[config.mk]
export PLATFORM = sky130hd
export DESIGN_NAME = l2cache_dirty_table
export DESIGN_NICKNAME = d
export VERILOG_FILES = /design/src/l2cache_pkg.sv /design/src/l2cache_dirty_table.sv
export SDC_FILE = /design/constraint.sdc
export NUM_CORES = 1
export LEC_CHECK = 0
export ABC_CLOCK_PERIOD_IN_PS = 2000
export BUFFER_PORTS_ARGS = -buffer_cell sky130_fd_sc_hd__buf_2
export CORE_ASPECT_RATIO = 1.1
export CORE_MARGIN = 2
export CORE_UTILIZATION = 35
export DETAILED_ROUTE_END_ITERATION = 8
export GPL_TIMING_DRIVEN = 0
export SLEW_MARGIN = 15
export SYNTH_ARGS = -nofsm -noshare
export SYNTH_HDL_FRONTEND = slang
export SYNTH_SLANG_ARGS = --single-unit
[constraint.sdc]
create_clock -name clk -period 2 [get_ports clk]
set_input_delay 0 -clock clk [delete_from_list [all_inputs] [get_ports clk]]
set_output_delay 0 -clock clk [all_outputs]
set_load 0.005 [all_outputs]
[src/l2cache_pkg.sv]
package l2cache_pkg;

    ////////////////////////////////////////////////////////////////////////////
    // geometry
    ////////////////////////////////////////////////////////////////////////////
    localparam int NUM_WAYS     = 4;
    localparam int OFFSET_WIDTH = 2;    // word offset within a line
    localparam int INDEX_WIDTH  = 6;
    localparam int TAG_WIDTH    = 32 - INDEX_WIDTH - OFFSET_WIDTH - 2;
    localparam int NUM_SETS     = 1 << INDEX_WIDTH;

    typedef logic [31:0]                   addr_t;
    typedef logic [31:0]                   word_t;
    typedef logic [3:0]                    strb_t;
    typedef logic [127:0]                  line_t;
    typedef logic [TAG_WIDTH-1:0]          tag_t;
    typedef logic [INDEX_WIDTH-1:0]        index_t;
    typedef logic [NUM_WAYS-1:0]           way_vec_t;
    typedef logic [$clog2(NUM_WAYS)-1:0]   way_t;

    // requester code held in the request buffer
    typedef logic [1:0] src_t;
    localparam src_t SRC_NONE   = 2'b00;
    localparam src_t SRC_IREAD  = 2'b01;
    localparam src_t SRC_DREAD  = 2'b10;
    localparam src_t SRC_DWRITE = 2'b11;

    typedef enum logic [2:0] {
        ST_IDLE,
        ST_LOOKUP,
        ST_CHECK_DIRTY,
        ST_CHECK_DIRTY1,
        ST_WRITEBACK,
        ST_REPLACE1,
        ST_REPLACE2
    } fsm_state_t;

endpackage
[src/l2cache_dirty_table.sv]
`timescale 1ns/1ps

module l2cache_dirty_table (
    input  logic               clk,
    input  logic               rstn,
    input  l2cache_pkg::addr_t buf_addr,
    input  logic               dirty_set,
    input  logic               dirty_clr,
    input  l2cache_pkg::way_t  dirty_way,
    output logic               dirty
);
    import l2cache_pkg::*;

    way_vec_t [NUM_SETS-1:0] dirty_q;
    index_t                  idx;

    assign idx   = buf_addr[OFFSET_WIDTH+2 +: INDEX_WIDTH];
    assign dirty = dirty_q[idx][dirty_way];

    always_ff @(posedge clk) begin
        if (!rstn) begin
            dirty_q <= '0;
        end else if (dirty_set) begin
            dirty_q[idx][dirty_way] <= 1'b1;
        end else if (dirty_clr) begin
            dirty_q[idx][dirty_way] <= 1'b0;
        end
    end

endmodule

==> flow_metrics.tcl <==
set metrics [dict create \
    synth_edf_count 0 \
    whs_ps 97.1 \
    gr-max-usage-layer "met2" \
    hold_viol_final 0 \
    crit_family "buffers and inverters" \
    cp_num_buf_inv 5 \
    max_slew_margin_pct 25.2 \
    floorplan.initialDensity_pct 35.5 \
    yosysSeqAreaShare_pct 39.8 \
    cap_violations 0 \
    synth_cells 1561 \
    crit_chain "buf_6, buf_4, buf_2, clkbuf_1, o21ai_0, o2bb2ai_1, a22oi_1, o2111ai_1, o211a_1, buf_2" \
    area_delta_synth_final_pct 17.4 \
    synth_area_um2 12900 \
    fmax_mhz 332 \
    synth_top_area_share_pct 39.8 \
    ant_nets 0 \
    synth_largest_area_cell "dfxtp_1" \
    crit_start "buf_addr[4]" \
    ys_async_sr_fraction_pct 0 \
    synth_xor_area_share_pct 0 \
    coreArea_um2 36300 \
    grt_pass1_wl_um 92200 \
    detailroute.via_count 14000 \
    status "finished, violations left" \
    synth.distinct_cells 52 \
    min_period_ps 3010 \
    wl_per_cell_um 30.2 \
    ctsHtreeMaxLevel 1 \
    first_global_vias 13300 \
    path_depth 10 \
    yosysWarnings 0 \
    synth_seq_cells 256 \
    p_per_area_nw_per_um2 786 \
    synthMuxAreaShare_pct 6.95 \
    crit_top_cell "buf_2" \
    crit_arrival_ps 3010 \
    r2r_slack_ps 1070 \
    fin_crit_sh_pct 151 \
    cts_buffers 29 \
    synth-compound-area-share_pct 31.8 \
    tritoncts "built" \
    grt_setup_unrepaired "yes" \
    track_usage_pct 32.9 \
    min_path_type "input port to register" \
    dieWidth_um 187 \
    drt-initial-drc-count 2064 \
    place_inst 2056 \
    clk_path_buf_depth 3 \
    worstMarginPinSlew_ps 1110 \
    cp_max_fo 10 \
    antenna_found_initial 2 \
    gp_congestion 1.05 \
    fp-row-count 73 \
    worstSetupPathType "input port to output port" \
    die_h_um 205 \
    syn_nets 1599 \
    io_pins 39 \
    violations "setup timing" \
    wl_um 64300 \
    p_leak_nw 4.55 \
    synthSimpleGateAreaFrac_pct 16.2 \
    numPortBuffers 7 \
    synth_top_family_by_area "compound AO/OA/AOI/OAI gates" \
    pre_cts_ws_ps -1220 \
    die-area_um2 38400 \
    use_met2_pct 49.5 \
    insertion_delay_ps 570 \
    fin_skew_ps 0 \
    grtUsageMet3_pct 9.88 \
    cts.sinks 256 \
    synth_fa_ha_area_share_pct 0 \
    vdd_ir_drop_max_mv 0.628 \
    slowest_stage "clkbuf_1" \
    worst_slack_ps -1010 \
    critPathCaptureType "output port" \
    root_buffer "clkbuf_16" \
    clk_pin_slew_ps 60 \
    drcViolationCount 0 \
    grt_start_max_net_pins 15 \
    slew_violations 0 \
    nFillCells 3700 \
    use_met1_pct 40.2 \
    setup_violations 6 \
    final_nets 1655 \
    synthFlopType "dfxtp_1" \
    synth_area_leaders "dfxtp_1, a21boi_0, o21ai_0" \
    drtPass1Iterations 6 \
    startpoint_type "input port" \
    drive_gt1_share_pct 13.0 \
    grt_overflow 0 \
    syn_avg_cell_area_um2 8.25 \
    rr_worst_depth 2 \
    cp-endpoint "dirty" \
    dp_hpwl_um 44500 \
    critPathMaxStageDelay_ps 560 \
    via_per_inst 6.61 \
    required_ps 2000 \
    final_cells 2125 \
]
==> Yosys cell counts, types with 8 or more instances <==
library cell and n:
o21ai_0 269, a21boi_0 256, dfxtp_1 256, nand3_1 251
clkbuf_1 113, nand2_1 78, nor2_1 62, mux2i_1 37
mux2_2 27, a21oi_1 26, a221oi_1 22, buf_2 22
a22oi_1 19, buf_1 9, buf_4 8, mux4_2 8
nand4_1 8
==> worst min-delay path by stage <==
stage                startpoint        to  slack [ps]  cells after the start
finish              buf_addr[8]  register         100                      5
CTS                 buf_addr[8]  register          60                      5
floorplan                  rstn  register         320                      2
global route        buf_addr[8]  register         110                      5
detailed placement         rstn  register         410                      2
global placement           rstn  register         420                      2
==> placed cells by master (no fill, tap or decap), drive strengths merged, types with 5 or more instances in the layout <==
cell     count
o21ai      269
a21boi     256
dfxtp      256
nand3      251
clkbuf     154
nand2       78
buf         66
nor2        62
mux2i       37
mux2        28
a21oi       26
a221oi      22
a22oi       19
mux4         9
nand4        8
nor3         8
o2bb2ai      6
a221o        6
a31oi        6
nand2b       5
o22ai        5
inv          5
==> cell families (layout without fill, tap and decap cells) <==
kind of cell / after synthesis / after routing
compound gates: 636 / 636
buf+inv: 158 / 234
flops: 256 / 256
mux: 74 / 74
other cells: 0 / 1
simple gates: 437 / 437
==> per-layer routing <==
| layer | vias up | part of all wire (%) |
|---|---|---|
| li1 | 5849 | - |
| met2 | 1124 | 42 |
| met4 | 0 | 8.7 |
| met5 | - | 0 |
| met1 | 6760 | 37 |
| met3 | 307 | 12 |
==> worst reg2reg max path: cells and delay by family, from the launching register on <==
kind | cells | cell delay (ps)
flip-flops | 1 | 540
AO/OA/AOI/OAI | 2 | 320
==> area by class of cell <==
class	instances	area [um2]	share of cell area (%)
well taps	487	609	4.03
inverters	3	11.3	0.0744
clock buffers	41	861	5.69
diodes	1	2.50	0.0165
repair buffers	26	293	1.94
clock inverters	10	113	0.744
flip-flops and latches	256	5120	33.9
multi-input cells	1147	7440	49.2
plain buffers	154	678	4.48
==> through the flow <==
step	total power, mW	TNS, ps	utilization, %	area, um2
after floorplan	5.81	0	-	12900
after global routing	12.1	-1100	41.7	15100
final	11.9	-1070	41.7	15100
after detailed placement	6.29	-216470	37.3	13500
after global placement	6.29	-211720	37.3	13500
after CTS	11.8	-895	41.2	14900
==> power by group <==
group          internal [mW]  switching [mW]
Combinational          0.286           0.942
Sequential              5.11         0.00604
Clock                   3.24            2.32
Total                   8.63            3.27
==> repair_timing <==
| item | in CTS | in global routing |
|---|---|---|
| setup endpoints to repair | 225 | 194 |
| buffers inserted | 11 | 6 |
| pin swaps | 14 | 7 |
| gates resized for setup | 65 | 39 |
| hold buffers | 1 | 0 |
| endpoints found under the hold margin | 14 | 0 |
Note: power is estimated with default switching activity, not from simulation.
