[src/l2cache_pkg.sv]
package l2cache_pkg;

    ////////////////////////////////////////////////////////////////////////////
    // geometry
    ////////////////////////////////////////////////////////////////////////////
    localparam int NUM_WAYS     = 4;
    localparam int OFFSET_WIDTH = 2;    // word offset within a line
    localparam int INDEX_WIDTH  = 6;
    localparam int TAG_WIDTH    = 32 - INDEX_WIDTH - OFFSET_WIDTH - 2;
    localparam int NUM_SETS     = 1 << INDEX_WIDTH;

    typedef logic [31:0]                   addr_t;
    typedef logic [31:0]                   word_t;
    typedef logic [3:0]                    strb_t;
    typedef logic [127:0]                  line_t;
    typedef logic [TAG_WIDTH-1:0]          tag_t;
    typedef logic [INDEX_WIDTH-1:0]        index_t;
    typedef logic [NUM_WAYS-1:0]           way_vec_t;
    typedef logic [$clog2(NUM_WAYS)-1:0]   way_t;

    // requester code held in the request buffer
    typedef logic [1:0] src_t;
    localparam src_t SRC_NONE   = 2'b00;
    localparam src_t SRC_IREAD  = 2'b01;
    localparam src_t SRC_DREAD  = 2'b10;
    localparam src_t SRC_DWRITE = 2'b11;

    typedef enum logic [2:0] {
        ST_IDLE,
        ST_LOOKUP,
        ST_CHECK_DIRTY,
        ST_CHECK_DIRTY1,
        ST_WRITEBACK,
        ST_REPLACE1,
        ST_REPLACE2
    } fsm_state_t;

endpackage
[src/l2cache_plru.sv]
`timescale 1ns/1ps

module l2cache_plru (
    input  logic                  clk,
    input  logic                  rstn,
    input  l2cache_pkg::addr_t    buf_addr,
    input  logic                  plru_touch,
    input  l2cache_pkg::way_t     plru_way,
    input  l2cache_pkg::way_vec_t valid,
    output l2cache_pkg::way_t     victim
);
    import l2cache_pkg::*;

    // bit 0 root, bit 1 ways 0/1, bit 2 ways 2/3
    logic [NUM_SETS-1:0][2:0] tree_q;
    logic [2:0]               tree;
    index_t                   idx;

    assign idx  = buf_addr[OFFSET_WIDTH+2 +: INDEX_WIDTH];
    assign tree = tree_q[idx];

    always_ff @(posedge clk) begin
        if (!rstn) begin
            tree_q <= '0;
        end else if (plru_touch) begin
            tree_q[idx][0] <= ~plru_way[1];     // point away from the used half
            if (plru_way[1]) begin
                tree_q[idx][2] <= ~plru_way[0];
            end else begin
                tree_q[idx][1] <= ~plru_way[0];
            end
        end
    end

    always_comb begin
        victim = tree[0] ? {1'b1, tree[2]} : {1'b0, tree[1]};
        for (int w = NUM_WAYS - 1; w >= 0; w--) begin
            if (!valid[w]) begin
                victim = way_t'(w);         // free way before tree
            end
        end
    end

endmodule

[config.mk]
export PLATFORM = sky130hd
export DESIGN_NAME = l2cache_plru
export DESIGN_NICKNAME = d
export VERILOG_FILES = /design/src/l2cache_pkg.sv /design/src/l2cache_plru.sv
export SDC_FILE = /design/constraint.sdc
export NUM_CORES = 1
export LEC_CHECK = 0
export BUFFER_PORTS_ARGS = -buffer_cell sky130_fd_sc_hd__buf_4
export CORE_MARGIN = 8
export CORE_UTILIZATION = 30
export CTS_CLUSTER_SIZE = 8
export DETAILED_ROUTE_END_ITERATION = 7
export PLACE_DENSITY = 0.49
export SETUP_SLACK_MARGIN = 0.4
export SLEW_MARGIN = 10
export SYNTH_ARGS = -nofsm -noshare
export SYNTH_HDL_FRONTEND = slang
export SYNTH_SLANG_ARGS = --single-unit
[constraint.sdc]
create_clock -name clk -period 3.3 [get_ports clk]
set_clock_uncertainty 0.2 [all_clocks]
set_input_delay 0.66 -clock clk [delete_from_list [all_inputs] [get_ports clk]]
set_output_delay 0.66 -clock clk [all_outputs]
set_load 0.02 [all_outputs]
==> summary.txt <==
Run status
  • Status: finished with violations
  • Failing checks: design-rule violations, negative setup slack

Worst setup path
  • Worst-path fanout max: 8
  • CP Launch Type: primary input
  • Worst R2R Path Depth: 2
  • Worst Path Class, Setup: in -> out
  • Setup crit end kind: output port
  • Beginning of the critical path: buf_addr[5]
  • Reg-to-reg startpoint: tree_q[121]
  • Data arrival time of the worst path: 2.68 ns
  • Worst Path Required: 2.44 ns

Logic synthesis
  • Count leader, synth: dfxtp_1
  • Synth async-reset ratio: 0
  • Post-synth top area share: 0.429
  • Number of distinct library cells after synthesis: 59
  • Yosys warning count: 0
  • Post-synth top cells: dfxtp_1, a21oi_1, a311oi_1, clkbuf_1, nor2_1
  • Average size of a mapped cell: 8.90 um^2
  • Mapped Nets: 1048
  • Syn Inst Count: 1007
  • Post-Syn Area: 8960 um^2
  • Main synth FF type: dfxtp_1
  • Sequential element share of the synthesized area: 0.429
  • Top post-synthesis cells by area: dfxtp_1, a311oi_1, a21oi_1
  • EDFF count, synth: 0
  • Yosys top cell by area: dfxtp_1
  • Yosys reg bits: 192

Layout
  • Area Overhead vs Synth: 22.0%
  • N_diodes: 0
  • Share of cells above drive strength 1: 0.237
  • Core Util, Final: 0.370
  • Largest register FFs: 192
  • Biggest regs: tree_q: 192 flops
  • Fin cells: 1442
  • Nets: 1080
  • Largest register by flop count: tree_q

Pwr
  • Lkg Pwr: 3.55 nW
  • Seq pwr share: 0.456
  • Cell Pwr Density: 467 nW/um^2
  • Clock power share: 0.442
  • Switch share: 0.265
  • Switching power total: 1.35 mW
  • Power share of the combinational group: 0.102
  • Max VDD drop: 362 uV
  • Cell Int Power: 3.76 mW

Placed design
  • Final Wtd Congestion: 0.890
  • DP Cell Count: 1406
  • Port Buffers: 16
  • HPWL after detailed placement: 21500 um
  • Pre-CTS WS: -0.487 ns

Clocking
  • CTS Buf Count: 17
  • Max Root-Sink Buffers: 2
  • H-Tree Level Count: 4
  • CTS Sinks: 192
  • Worst-Skew Late Latency: 0.44 ns
  • Clock transition at the registers of the reported paths: 0.08 ns
  • Cts hold-fix bufs: 0
  • Clk root buf: clkbuf_16
  • TritonCTS clock tree: yes

Routing
  • Drt total wl: 33200 um
  • ANT nets after route: 0
  • Via density per instance: 5.80
  • WL/cell: 23.0 um
  • Drt drc: 6
  • DRT iter0 DRCs: 828
  • Vias: 8357
  • DR pass1 iterations: 8

STA
  • Worst Tran Pin Value: 0.838 ns
  • Final WS setup: -0.236 ns
  • Final setup fails: 2
  • Max Slew Vio Count: 0
  • Unrepaired setup endpoints after global routing: yes
  • Post-layout min period: 3.54 ns
  • Final hold viol count: 0
  • Max-slew headroom: 0.442
  • Max Freq: 283 MHz
  • Fin crit share: 1.07

Hold path
  • Start point of the worst hold path: tree_q[174]
  • HP Class: reg -> reg
  • Hold path depth: 2

Global routing
  • First-pass GRT wire length: 50400 um
  • Total Routing Usage GR: 0.182
  • Met1 usage: 0.252
  • Grt total ovfl: 0
  • M3 GR Usage: 0.0259
  • Largest net degree at the start of global routing: 75
  • Most Used Layer, Global Route: met2
  • Met2 GRT Util: 0.281
  • Initial antenna violation count: 0
  • Vias in the first global route: 7984

Die
  • FP Rows: 63
  • DIE AREA: 35700 um^2
  • Die Wd: 189 um
  • Initial core utilization: 0.303
  • Die Y: 189 um
  • Core ar.: 29600 um^2
  • IO Pins: 43

Run
  • Maxcap violations: 0
[kinds of logic after synthesis]
logic type,count (synthesis),synth area share
AOI/OAI and AO/OA,454,0.333
and+or+nand+nor,179,0.0955
DFF,192,0.429
muxes,51,0.0775
buffers and inverters,131,0.0649
[metrics by stage]
stage | area [um^2] | power [mW] | setup TNS [ns] | hold slack [ns]
detailed placement | 10000 | 2.86 | -0.761 | 0.267
finish | 10900 | 5.11 | -0.339 | 0.277
global route | 10900 | 5.28 | -0.442 | 0.296
global placement | 10000 | 2.87 | -0.713 | 0.261
floorplan | 8970 | 2.65 | 0 | 0.233
CTS | 10800 | 5.12 | -0.404 | 0.278
[path summary, 6_finish.rpt]
kind | slack [ns] | end
max | -0.24 | victim[0]
min reg2reg | 0.28 | tree_q[174]
max reg2reg | 2.31 | tree_q[121]
min | 0.28 | tree_q[174]
[critical path, cell delays in order]
cell and delay [ns]:
buf_16 0.13, buf_6 0.12, mux2_4 0.29, a221o_1 0.31, a22oi_2 0.19, o22ai_2 0.13
nor4b_4 0.22, buf_4 0.17, nand4b_1 0.14, o2111a_2 0.17, buf_6 0.13
[placed cells by master, fill, tap and decap left out, types with 20 or more instances in the layout]
master    instances
a211oi_1         20
a21oi_1         178
buf_4           116
mux2i_1          21
nor2_1           56
dfxtp_1         192
o21ai_0          56
nand2_1          53
nand3_1          21
a311oi_1        115
[timing repair]
| action | in CTS | in global routing |
|---|---|---|
| cloned | 0 | 1 |
| buffers inserted | 1 | 2 |
| pin swaps | 4 | 11 |
| setup endpoints to repair | 2 | 2 |
| resized for setup | 31 | 23 |
[routing by layer]
| metal | vias up | part of all wire |
|---|---|---|
| li1 | 3960 | - |
| met1 | 4022 | 0.46 |
| met2 | 315 | 0.45 |
| met3 | 60 | 0.056 |
| met4 | 0 | 0.033 |
| met5 | - | 0 |
[power by group through the flow]
stage          Sequential, mW  Clock, mW  Combinational [mW]
6_report                 2.33       2.26               0.521
3_5_place_dp             2.38          0               0.480
5_1_grt                  2.33       2.40               0.548
3_3_place_gp             2.38          0               0.481
2_1_floorplan            2.38          0               0.264
4_1_cts                  2.33       2.29               0.497
[layout make-up]
type / count / area, um^2
fill: 3004 / 18600
clock buffer: 19 / 453
sequential: 192 / 3840
tap: 390 / 488
inverter: 6 / 28.8
timing repair buffer: 138 / 1240
clock inverter: 13 / 178
multi-input combinational: 684 / 4710
Note: power is estimated with default switching activity, not from simulation.
