File: src/l2cache_pkg.sv
package l2cache_pkg;

    ////////////////////////////////////////////////////////////////////////////
    // geometry
    ////////////////////////////////////////////////////////////////////////////
    localparam int NUM_WAYS     = 4;
    localparam int OFFSET_WIDTH = 2;    // word offset within a line
    localparam int INDEX_WIDTH  = 6;
    localparam int TAG_WIDTH    = 32 - INDEX_WIDTH - OFFSET_WIDTH - 2;
    localparam int NUM_SETS     = 1 << INDEX_WIDTH;

    typedef logic [31:0]                   addr_t;
    typedef logic [31:0]                   word_t;
    typedef logic [3:0]                    strb_t;
    typedef logic [127:0]                  line_t;
    typedef logic [TAG_WIDTH-1:0]          tag_t;
    typedef logic [INDEX_WIDTH-1:0]        index_t;
    typedef logic [NUM_WAYS-1:0]           way_vec_t;
    typedef logic [$clog2(NUM_WAYS)-1:0]   way_t;

    // requester code held in the request buffer
    typedef logic [1:0] src_t;
    localparam src_t SRC_NONE   = 2'b00;
    localparam src_t SRC_IREAD  = 2'b01;
    localparam src_t SRC_DREAD  = 2'b10;
    localparam src_t SRC_DWRITE = 2'b11;

    typedef enum logic [2:0] {
        ST_IDLE,
        ST_LOOKUP,
        ST_CHECK_DIRTY,
        ST_CHECK_DIRTY1,
        ST_WRITEBACK,
        ST_REPLACE1,
        ST_REPLACE2
    } fsm_state_t;

endpackage
File: src/l2cache_req_buf.sv
`timescale 1ns/1ps

module l2cache_req_buf (
    input  logic               clk,
    input  logic               rstn,
    input  logic               buf_we,
    input  logic               icache_req,
    input  l2cache_pkg::addr_t icache_addr,
    input  logic               dcache_req,
    input  logic               dcache_wr,
    input  l2cache_pkg::addr_t dcache_addr,
    input  l2cache_pkg::word_t dcache_wdata,
    input  l2cache_pkg::strb_t dcache_wstrb,
    output l2cache_pkg::src_t  buf_src,
    output l2cache_pkg::addr_t buf_addr,
    output l2cache_pkg::word_t buf_wdata,
    output l2cache_pkg::strb_t buf_wstrb
);
    import l2cache_pkg::*;

    // source code, the only control state here
    always_ff @(posedge clk) begin
        if (!rstn) begin
            buf_src <= SRC_NONE;
        end else if (buf_we) begin
            if (dcache_req) begin
                buf_src <= dcache_wr ? SRC_DWRITE : SRC_DREAD;
            end else if (icache_req) begin
                buf_src <= SRC_IREAD;
            end
        end
    end

    always_ff @(posedge clk) begin
        if (buf_we) begin
            if (dcache_req) begin           // dcache first
                buf_addr  <= dcache_addr;
                buf_wdata <= dcache_wdata;
                buf_wstrb <= dcache_wstrb;
            end else if (icache_req) begin
                buf_addr  <= icache_addr;
                buf_wstrb <= '0;
            end
        end
    end

endmodule

File: config.mk
export PLATFORM = sky130hd
export DESIGN_NAME = l2cache_req_buf
export DESIGN_NICKNAME = d
export VERILOG_FILES = /design/src/l2cache_pkg.sv /design/src/l2cache_req_buf.sv
export SDC_FILE = /design/constraint.sdc
export NUM_CORES = 1
export LEC_CHECK = 0
export BUFFER_PORTS_ARGS = -buffer_cell sky130_fd_sc_hd__clkbuf_2
export CAP_MARGIN = 20
export CORE_MARGIN = 2
export CORE_UTILIZATION = 40
export DETAILED_ROUTE_END_ITERATION = 8
export PLACE_DENSITY = 0.77
export SLEW_MARGIN = 20
export SYNTH_ARGS = -nofsm -noshare
export SYNTH_HDL_FRONTEND = slang
export SYNTH_SLANG_ARGS = --single-unit
File: constraint.sdc
create_clock -name clk -period 2.25 [get_ports clk]
set_clock_uncertainty 0.05 [all_clocks]
set_input_delay 0.225 -clock clk [delete_from_list [all_inputs] [get_ports clk]]
set_output_delay 0.225 -clock clk [all_outputs]
set_load 0.005 [all_outputs]
==> summary.md <==
| Metric | Value |
|---|---|
| Worst hold stages | 1 |
| Largest net degree at the start of global routing | 34 |
| CP max stage delay | 380 ps |
| GRT overflow | 0 |
| Cells after Synth | 116 |
| P_sw | 0.000615 W |
| Share of post-route cells with drive strength above 1 | 0.727 |
| Worst-margin pin slew | 382 ps |
| RSZ-0062 raised after global routing | false |
| Final TNS setup | 0 ps |
| Drt pass-1 iters | 4 |
| Max Cap Viol | 0 |
| Pint | 0.00225 W |
| Hold Path Class | in2reg |
| Routed wire length | 6060 um |
| CTS root buffer | clkbuf_8 |
| Post-synthesis sequential area ratio | 0.798 |
| Drt via density | 4.63 |
| Num rows | 29 |
| HPWL Detailed | 4810 um |
| Largest fanout on the critical path | 15 |
| Mapped Nets | 222 |
| Core box area | 6310 um^2 |
| Routed WL per cell | 15.6 um |
| Routability congestion estimate | 0.751 |
| Leak | 1.75 nW |
| Fmax | 0.833 GHz |
| Clk network pwr share | 0.331 |
| CP required | 2280 ps |
| Power per cell area | 755 nW/um^2 |
| Total number of vias | 1797 |
| Clk slew on worst S/H paths | 70 ps |
| Worst-path cell chain | clkbuf_2, buf_4, mux2_2 |
| CTS tree | yes |
| YS warnings | 0 |
| Logic gate share of total power | 0.116 |
| Clk Latency, worst-skew pair | 330 ps |
| Switching share of power | 0.215 |
| Status | completed |
| Die area | 7180 um^2 |
| Worst r2r path cells | 2 |
| Min-Delay Endpoint | buf_wdata[6] |
| Clk sinks | 70 |
| Mean Syn Cell Area | 22.5 um^2 |
| Buffers on Ports | 175 |
| Fill cell count | 509 |
| Hold path startpoint | dcache_wdata[6] |
| Remaining DRCs | 0 |
| H-tree levels | 3 |
| First-pass GRT wire length | 8930 um |
| Initial antenna violation count | 0 |
| Synth cell types | 12 |
| Max-slew headroom | 0.745 |
| Reg2reg start | buf_src[1] |
| Tot GR Track Use | 0.168 |
| Nets | 412 |
| Iter 0 DRT Violations | 58 |
| Setup-failing EPs final | 0 |
| Vias in the first global route | 1840 |
| CP Launch Type | primary input |
| Count of pins over their slew limit | 0 |
| Hold Vio Cnt, Final | 0 |
| Die height | 84.7 um |
| Sequential share of power | 0.553 |
| Family with the most delay on the worst path | buffers and inverters |
| Reg-to-reg slack, setup | 1510 ps |
| Initial core utilization | 0.413 |
| Reg2Reg Capture Point | buf_src[1] |
| Post-Synthesis Cell Area | 2610 um^2 |
| VDD IR-drop max | 0.439 mV |
| # IOs | 176 |
| Synth Register Bits | 70 |
| DIE WIDTH | 84.7 um |
| Antenna cells | 0 |
| Buf+Inv Stages, Crit Path | 2 |
| Critical path type | in2reg |
| Crit path arrival time | 1230 ps |
| Hold WS | 16.6 ps |
| Final ANT Viol Nets | 0 |
| Crit end category | register |
| Post-layout min period | 1200 ps |
| Cts bufs inserted | 9 |
| Area delta synth->final | 45.6% |
| Critical-path top delay cell | mux2_2 |
| Bufs on Longest Clock Path | 2 |
| Period utilization | 0.533 |
==> power by group through the flow <==
stage | clock network [W] | registers, W | logic, W
CTS | 0.000967 | 0.00159 | 0.000337
finish | 0.000948 | 0.00158 | 0.000334
floorplan | 0 | 0.00162 | 0.000103
global route | 0.00103 | 0.00159 | 0.000362
global placement | 0 | 0.00161 | 0.000330
detailed placement | 0 | 0.00161 | 0.000336
==> worst reg2reg max path, cell delays in order, from the launching register on <==
cell	delay, ps
dfxtp_1	310
a21boi_0	110
o21a_1	160
==> Yosys cell counts, drive strengths merged <==
| master | number | area, um^2 |
|---|---|---|
| mux2 | 32 | 420 |
| o221a | 1 | 11.3 |
| edfxtp | 68 | 2040 |
| buf | 4 | 38.8 |
| and2 | 4 | 25.0 |
| inv | 1 | 3.75 |
| nand2 | 1 | 3.75 |
| dfxtp | 2 | 40.0 |
| o21a | 2 | 15.0 |
| a21boi | 1 | 7.51 |
==> final cells by class <==
type / count / area [um^2] / share of cell area
Sequential cell: 70 / 2080 / 0.548
Timing Repair Buffer: 183 / 943 / 0.248
Multi-Input combinational cell: 41 / 483 / 0.127
Clock buffer: 9 / 124 / 0.0326
Tap cell: 77 / 96.3 / 0.0254
Clock inverter: 7 / 65.1 / 0.0171
Inverter: 1 / 3.75 / 0.000988
==> worst max-delay path by stage <==
stage / startpoint / endpoint / slack, ps / cells after the start
after CTS: dcache_req / buf_addr[1] / 1050 / 3
after floorplan: dcache_req / buf_addr[0] / 560 / 2
after global placement: dcache_req / buf_addr[31] / 720 / 3
after detailed placement: dcache_req / buf_addr[2] / 700 / 3
final: dcache_req / buf_addr[1] / 1050 / 3
after global routing: dcache_req / buf_addr[1] / 1010 / 3
==> cells by family (layout without fill, tap and decap cells) <==
logic type             Yosys count  after routing  synth area share
flip-flops                      70             70             0.798
multiplexers                    32             32             0.161
AND/OR/NAND/NOR                  5              5            0.0110
buffers and inverters            5            200            0.0163
AO/OA/AOI/OAI                    4              4            0.0130
==> per-layer routing <==
metal  GRT usage  part of all wire  vias to the layer above
li1            -                 -                      835
met4      0.0606             0.011                        0
met5           0                 0                        -
met2       0.282              0.49                      110
met1       0.197              0.39                      844
met3      0.0629              0.11                        8
==> state kept, by name, summed over array words and instances, names as in the netlist <==
name and count:
buf_src 2, buf_wstrb 4, buf_addr 32, buf_wdata 32
==> cell usage in the layout, fill, tap and decap left out <==
cell type,Yosys,layout
clkbuf_2,0,175
edfxtp_1,68,68
a21boi_0,1,1
o21a_1,2,2
bufinv_16,0,1
clkinv_1,0,2
mux2_4,16,16
nand2_1,1,1
clkinv_4,0,2
dfxtp_1,2,2
mux2_2,16,16
clkinv_2,0,2
buf_4,0,5
o221a_1,1,1
dlygate4sd3_1,0,3
clkbuf_8,0,9
and2_1,4,4
inv_1,1,1
==> per-stage QoR <==
stage | cell area, um^2 | total power [W] | utilization | setup WS [ps] | cells
floorplan | 2610 | 0.00173 | - | 555 | 116
global placement | 3580 | 0.00194 | 0.567 | 725 | 369
detailed placement | 3580 | 0.00195 | 0.567 | 700 | 369
CTS | 3770 | 0.00289 | 0.597 | 1050 | 385
global route | 3800 | 0.00298 | 0.601 | 1010 | 388
finish | 3800 | 0.00287 | 0.601 | 1050 | 388
==> timing repair <==
item,CTS,global route
hold endpoints to repair,0,3
hold buffers,0,3
resized for setup,0,0
setup buffers,0,0
Power figures use the tool's default switching activity.
