$ cat config.mk
export PLATFORM = sky130hd
export DESIGN_NAME = l2cache_fsm_main
export DESIGN_NICKNAME = d
export VERILOG_FILES = /design/src/l2cache_pkg.sv /design/src/l2cache_fsm_main.sv
export SDC_FILE = /design/constraint.sdc
export NUM_CORES = 1
export LEC_CHECK = 0
export BUFFER_PORTS_ARGS = -buffer_cell sky130_fd_sc_hd__buf_2
export CAP_MARGIN = 25
export CORE_MARGIN = 2
export CORE_UTILIZATION = 41
export CTS_CLUSTER_DIAMETER = 150
export DETAILED_ROUTE_END_ITERATION = 12
export PLACE_DENSITY_LB_ADDON = 0.05
export SKIP_LAST_GASP = 1
export SYNTH_ARGS = -nofsm -noshare
export SYNTH_HDL_FRONTEND = slang
export SYNTH_SLANG_ARGS = --single-unit
$ cat constraint.sdc
create_clock -name clk -period 3.43 [get_ports clk]
set_input_delay 0 -clock clk [delete_from_list [all_inputs] [get_ports clk]]
set_output_delay 0 -clock clk [all_outputs]
set_load 0.1 [all_outputs]
$ cat src/l2cache_pkg.sv
package l2cache_pkg;

    ////////////////////////////////////////////////////////////////////////////
    // geometry
    ////////////////////////////////////////////////////////////////////////////
    localparam int NUM_WAYS     = 4;
    localparam int OFFSET_WIDTH = 2;    // word offset within a line
    localparam int INDEX_WIDTH  = 6;
    localparam int TAG_WIDTH    = 32 - INDEX_WIDTH - OFFSET_WIDTH - 2;
    localparam int NUM_SETS     = 1 << INDEX_WIDTH;

    typedef logic [31:0]                   addr_t;
    typedef logic [31:0]                   word_t;
    typedef logic [3:0]                    strb_t;
    typedef logic [127:0]                  line_t;
    typedef logic [TAG_WIDTH-1:0]          tag_t;
    typedef logic [INDEX_WIDTH-1:0]        index_t;
    typedef logic [NUM_WAYS-1:0]           way_vec_t;
    typedef logic [$clog2(NUM_WAYS)-1:0]   way_t;

    // requester code held in the request buffer
    typedef logic [1:0] src_t;
    localparam src_t SRC_NONE   = 2'b00;
    localparam src_t SRC_IREAD  = 2'b01;
    localparam src_t SRC_DREAD  = 2'b10;
    localparam src_t SRC_DWRITE = 2'b11;

    typedef enum logic [2:0] {
        ST_IDLE,
        ST_LOOKUP,
        ST_CHECK_DIRTY,
        ST_CHECK_DIRTY1,
        ST_WRITEBACK,
        ST_REPLACE1,
        ST_REPLACE2
    } fsm_state_t;

endpackage
$ cat src/l2cache_fsm_main.sv
`timescale 1ns/1ps

module l2cache_fsm_main (
    input  logic                  clk,
    input  logic                  rstn,
    input  logic                  icache_req,
    input  logic                  dcache_req,
    input  logic                  dcache_wr,
    input  l2cache_pkg::src_t     buf_src,
    input  l2cache_pkg::way_vec_t hit,
    input  l2cache_pkg::way_vec_t valid,
    input  l2cache_pkg::way_t     victim,
    input  logic                  dirty,
    input  logic                  mem_addr_ok_w,
    input  logic                  mem_addr_ok_r,
    input  logic                  mem_data_ok,
    output logic                  icache_addr_ok,
    output logic                  dcache_addr_ok,
    output logic                  icache_data_ok,
    output logic                  dcache_data_ok,
    output logic                  buf_we,
    output logic                  mem_req_w,
    output logic                  mem_req_r,
    output logic                  mem_rdy,
    output logic                  tagv_we,
    output l2cache_pkg::way_t     tagv_way,
    output logic                  data_line_we,
    output logic                  data_word_we,
    output l2cache_pkg::way_t     data_way,
    output logic                  dirty_set,
    output logic                  dirty_clr,
    output l2cache_pkg::way_t     dirty_way,
    output logic                  plru_touch,
    output l2cache_pkg::way_t     plru_way,
    output logic                  wb_sel
);
    import l2cache_pkg::*;

    fsm_state_t state, next_state;
    way_t       sel;        // victim way latched for the whole miss
    logic       we_sel;
    way_t       hit_pos;
    src_t       req_src;    // arbitration result in idle

    always_ff @(posedge clk) begin
        if (!rstn) begin
            state <= ST_IDLE;
            sel   <= '0;
        end else begin
            state <= next_state;
            if (we_sel) begin
                sel <= victim;
            end
        end
    end

    // lowest hitting way wins
    always_comb begin
        hit_pos = '0;
        for (int w = NUM_WAYS - 1; w >= 0; w--) begin
            if (hit[w]) begin
                hit_pos = way_t'(w);
            end
        end
    end

    assign req_src = dcache_req ? (dcache_wr ? SRC_DWRITE : SRC_DREAD) :
                     icache_req ? SRC_IREAD : SRC_NONE;

    ////////////////////////////////////////////////////////////////////////////
    // next state
    ////////////////////////////////////////////////////////////////////////////
    always_comb begin
        next_state = state;
        case (state)
            ST_IDLE:         if (req_src != SRC_NONE) next_state = ST_LOOKUP;
            ST_LOOKUP:       next_state = (|hit) ? ST_IDLE : ST_CHECK_DIRTY;
            ST_CHECK_DIRTY:  next_state = ST_CHECK_DIRTY1;
            ST_CHECK_DIRTY1: next_state = (dirty && valid[sel]) ? ST_WRITEBACK : ST_REPLACE1;
            ST_WRITEBACK:    if (mem_addr_ok_w) next_state = ST_REPLACE1;
            ST_REPLACE1:     if (mem_addr_ok_r) next_state = ST_REPLACE2;
            ST_REPLACE2:     if (mem_data_ok) next_state = ST_IDLE;
            default:         next_state = ST_IDLE;
        endcase
    end

    ////////////////////////////////////////////////////////////////////////////
    // strobes
    ////////////////////////////////////////////////////////////////////////////
    always_comb begin
        icache_addr_ok = 1'b0;
        dcache_addr_ok = 1'b0;
        icache_data_ok = 1'b0;
        dcache_data_ok = 1'b0;
        buf_we         = 1'b0;
        mem_req_w      = 1'b0;
        mem_req_r      = 1'b0;
        mem_rdy        = 1'b0;
        tagv_we        = 1'b0;
        tagv_way       = sel;
        data_line_we   = 1'b0;
        data_word_we   = 1'b0;
        data_way       = sel;
        dirty_set      = 1'b0;
        dirty_clr      = 1'b0;
        dirty_way      = sel;
        plru_touch     = 1'b0;
        plru_way       = sel;
        wb_sel         = 1'b0;
        we_sel         = 1'b0;
        case (state)
            ST_IDLE: begin
                buf_we         = (req_src != SRC_NONE);
                dcache_addr_ok = (req_src == SRC_DREAD) || (req_src == SRC_DWRITE);
                icache_addr_ok = (req_src == SRC_IREAD);
            end
            ST_LOOKUP: begin
                if (|hit) begin
                    plru_touch = 1'b1;
                    plru_way   = hit_pos;
                    data_way   = hit_pos;
                    if (buf_src == SRC_DWRITE) begin
                        data_word_we = 1'b1;
                        dirty_set    = 1'b1;
                        dirty_way    = hit_pos;
                    end else begin
                        icache_data_ok = (buf_src == SRC_IREAD);
                        dcache_data_ok = (buf_src == SRC_DREAD);
                    end
                end
            end
            ST_CHECK_DIRTY: begin
                we_sel = 1'b1;
            end
            ST_CHECK_DIRTY1: begin
                wb_sel = dirty && valid[sel];   // grab the victim tag early
            end
            ST_WRITEBACK: begin
                mem_req_w = 1'b1;
                wb_sel    = 1'b1;
            end
            ST_REPLACE1: mem_req_r = 1'b1;
            ST_REPLACE2: begin
                mem_rdy = 1'b1;
                if (mem_data_ok) begin
                    tagv_we      = 1'b1;
                    data_line_we = 1'b1;
                    plru_touch   = 1'b1;
                    if (buf_src == SRC_DWRITE) begin
                        dirty_set = 1'b1;       // write merged into the refill
                    end else begin
                        dirty_clr      = 1'b1;
                        icache_data_ok = (buf_src == SRC_IREAD);
                        dcache_data_ok = (buf_src == SRC_DREAD);
                    end
                end
            end
            default: ;
        endcase
    end

endmodule

==> out/metrics.cfg <==
[synthesis]
netlist-cell-type-count=31
synth_area_leaders=dfxtp_1, o22a_1, mux2i_1
yosysWarningCount=0
yosysTopAreaCell=dfxtp_1
synth_edf_count=0
syn-mean-instance-area_sq_um=7.31
synthesis.instances=76
dominantRegCellSynth=dfxtp_1
synthesis.nets=97
yosys_register_bits=5
ys_async_sr_fraction_pct=0
synth_sequential_area_ratio_pct=18.0
netlist_area_sq_um=556
synth_top_cell_area_share_pct=18.0

[critical_path]
r2r_setup_slack_ns=1.93
worstReg2RegStart=state[1]$_SDFFE_PN0P_
cp.required_ns=3.43
cp_data_arrival_time_ns=2.21
crit-reg2reg-capture=tagv_way[0]$_SDFFE_PN0P_
critical_path.max_fanout=14
path_class=flop to primary output
setup.worst_path.end_class=primary output
worst_r2r_path_depth=3
worstSetupStartpointType=flop

[power_and_ir_drop]
report.power.total_mw=0.286
internal-power_mw=0.135
seq_power_share_pct=23.1
max-vdd-ir-drop_mv=0.228
power-per-cell-area_nw_per_um2=375
clock_power_share_pct=23.2
switching_power_mw=0.150
leakage_component_of_the_power_nw=0.384
net_switching_share_of_the_total_power_pct=52.6
power.combinational.fraction_pct=53.7

[clock_network]
tritoncts_clock_tree=built
worst_setup_hold_path_clk_slew_ns=0.04
post_cts_setup_buffer_count=0
sink_count_of_the_clock_tree=5
clk_root_buffer_cell=clkbuf_4
cts-root-to-sink-buffers=2
cts_resized=0
ctsHtreeMaxLevel=1
tritoncts.num_buffers=3
clk-insertion-delay-late_ns=0.24
cts.hold.buffers_added=0

[sta]
timing.slew.headroom_pct=65.7
period_share_pct=64.3
hold_slack_final_ns=0.0224
worst_pin_slew_ns=0.514
fin_hold_viols=0
timing.clock.skew_ns=0.00375
period_minus_ws_final_ns=2.21
max_clock_freq_mhz=453
rsz_0062_raised_after_global_routing=no
setup_viol=0
final-max-slew-violation-count=0

[placed_design]
placedCellCount=125
placement.io_buffers=42
hpwlAfterDp_microns=1070
globalplace.congestion=0.732

[routing]
vias_per_cell=5.21
via_count=672
drt_pass1_iterations=3
avgRoutedWirePerCell_microns=10.5
drt_first_iter_violations=5
drt-total-wl_microns=1350
antenna_violating_nets_post_route=0
detail_route.drc_violations=0

[floorplan]
floorplan.die_area_sq_um=1670
start_util_pct=43.2
die_width_microns=40.8
fp.dieH_microns=40.8
io_pins=44
core-area_sq_um=1280
number_of_rows_created_at_floorplan=13

[finish]
diodes=0
syn_to_final_growth_pct=36.9
post_route_cells_drive_above_1_share_pct=43.0
final_cells=129
count_of_filler_cells_inserted_in_the_layout=133
fin_nets=136

[global_route]
vias_in_the_first_global_route=447
pin_count_of_the_biggest_net_entering_global_routing=18
grt_first_pass_wirelength_microns=1810
grt_overflow=0
groute.usage.overall_pct=16.1
antenna_violations_before_repair=0

[status]
run_status=finished clean

[hold_path]
hold_path_depth=3
worstHoldPathType=input port to flop
hold_path_end=tagv_way[1]$_SDFFE_PN0P_
worstHoldStart=victim[1]

[job]
maxCapViolations=0

stage by stage:
step           util [%]  TNS [ns]  setup slack, ns  cell area (sq um)
3_3_place_gp       57.2         0             1.51                734
4_1_cts            59.2         0             1.23                761
6_report           59.2         0             1.22                761
5_1_grt            59.2         0             1.11                761
3_5_place_dp       57.2         0             1.50                734
2_1_floorplan         -    -0.116          -0.0582                562
power by group through the flow:
stage                     Sequential, mW  Combinational, mW  Clock [mW]
after floorplan                   0.0639              0.133           0
after global placement            0.0666              0.153           0
after detailed placement          0.0666              0.154           0
after CTS                         0.0656              0.154      0.0685
after global routing              0.0664              0.161      0.0735
final                             0.0659              0.153      0.0664
state kept, by name, indices dropped and copies added (netlist names):
register / cells
state: 3
tagv_way: 2
routing by layer:
layer	GRT usage, %	routed length (microns)	part of all wire (%)
met5	0	0	0
met2	27.7	635	47
met4	2.50	0	0
met3	4.89	84	6.2
met1	19.7	630	47
cells by family (layout without fill, tap and decap cells):
group,after synthesis,in the layout,share of synthesized area [%]
AND/OR/NAND/NOR,36,36,36.7
AO/OA/AOI/OAI,18,18,23.2
buffers and inverters,12,50,12.8
multiplexers,5,5,9.23
flip-flops,5,5,18.0
synth_stat cells, drive strengths merged, types with 2 or more instances:
library cell and instances:
buf 5, mux2i 4, o21ai 3, nor3b 3, a21boi 2, nor3 2
nor4 3, nand2 5, inv 4, nor2b 2, or3b 2, a21oi 3
dfxtp 5, clkbuf 3, o22a 5, nand2b 3, nor2 10
final cells by class:
type / count / area, sq um / share of cell area [%]
Timing Repair Buffer: 42 / 210 / 27.6
Clock buffer: 4 / 26.3 / 3.45
Multi-Input combinational cell: 59 / 390 / 51.3
Sequential cell: 5 / 100 / 13.2
Tap cell: 15 / 18.8 / 2.47
Inverter: 4 / 15.0 / 1.97
worst max-delay path: stages (launching register included):
cell and delay [ns]:
dfxtp_1 0.57, or3b_1 0.52, o21a_1 0.25, nor3b_1 0.17, buf_2 0.45
worst max path at each step:
stage	startpoint	to	slack, ns	depth (start not counted)
2_1_floorplan	state[1]$_SDFFE_PN0P_	buf_we	-0.06	3
3_3_place_gp	state[0]$_SDFFE_PN0P_	icache_data_ok	1.51	4
3_5_place_dp	state[0]$_SDFFE_PN0P_	dcache_data_ok	1.50	4
4_1_cts	state[0]$_SDFFE_PN0P_	icache_data_ok	1.23	4
5_1_grt	state[0]$_SDFFE_PN0P_	dcache_data_ok	1.11	4
6_report	state[0]$_SDFFE_PN0P_	icache_data_ok	1.22	4
cell usage in the layout, fill, tap and decap left out, types with 3 or more instances in the layout:
cell type	n
buf_2	42
clkbuf_4	3
dfxtp_1	5
mux2i_1	4
nand2_1	5
nor3b_1	3
inv_1	4
o22a_1	5
a21oi_1	3
nor4_1	3
nand2b_1	3
o21ai_0	3
nor2_1	10
(Power assumes the default switching activity.)
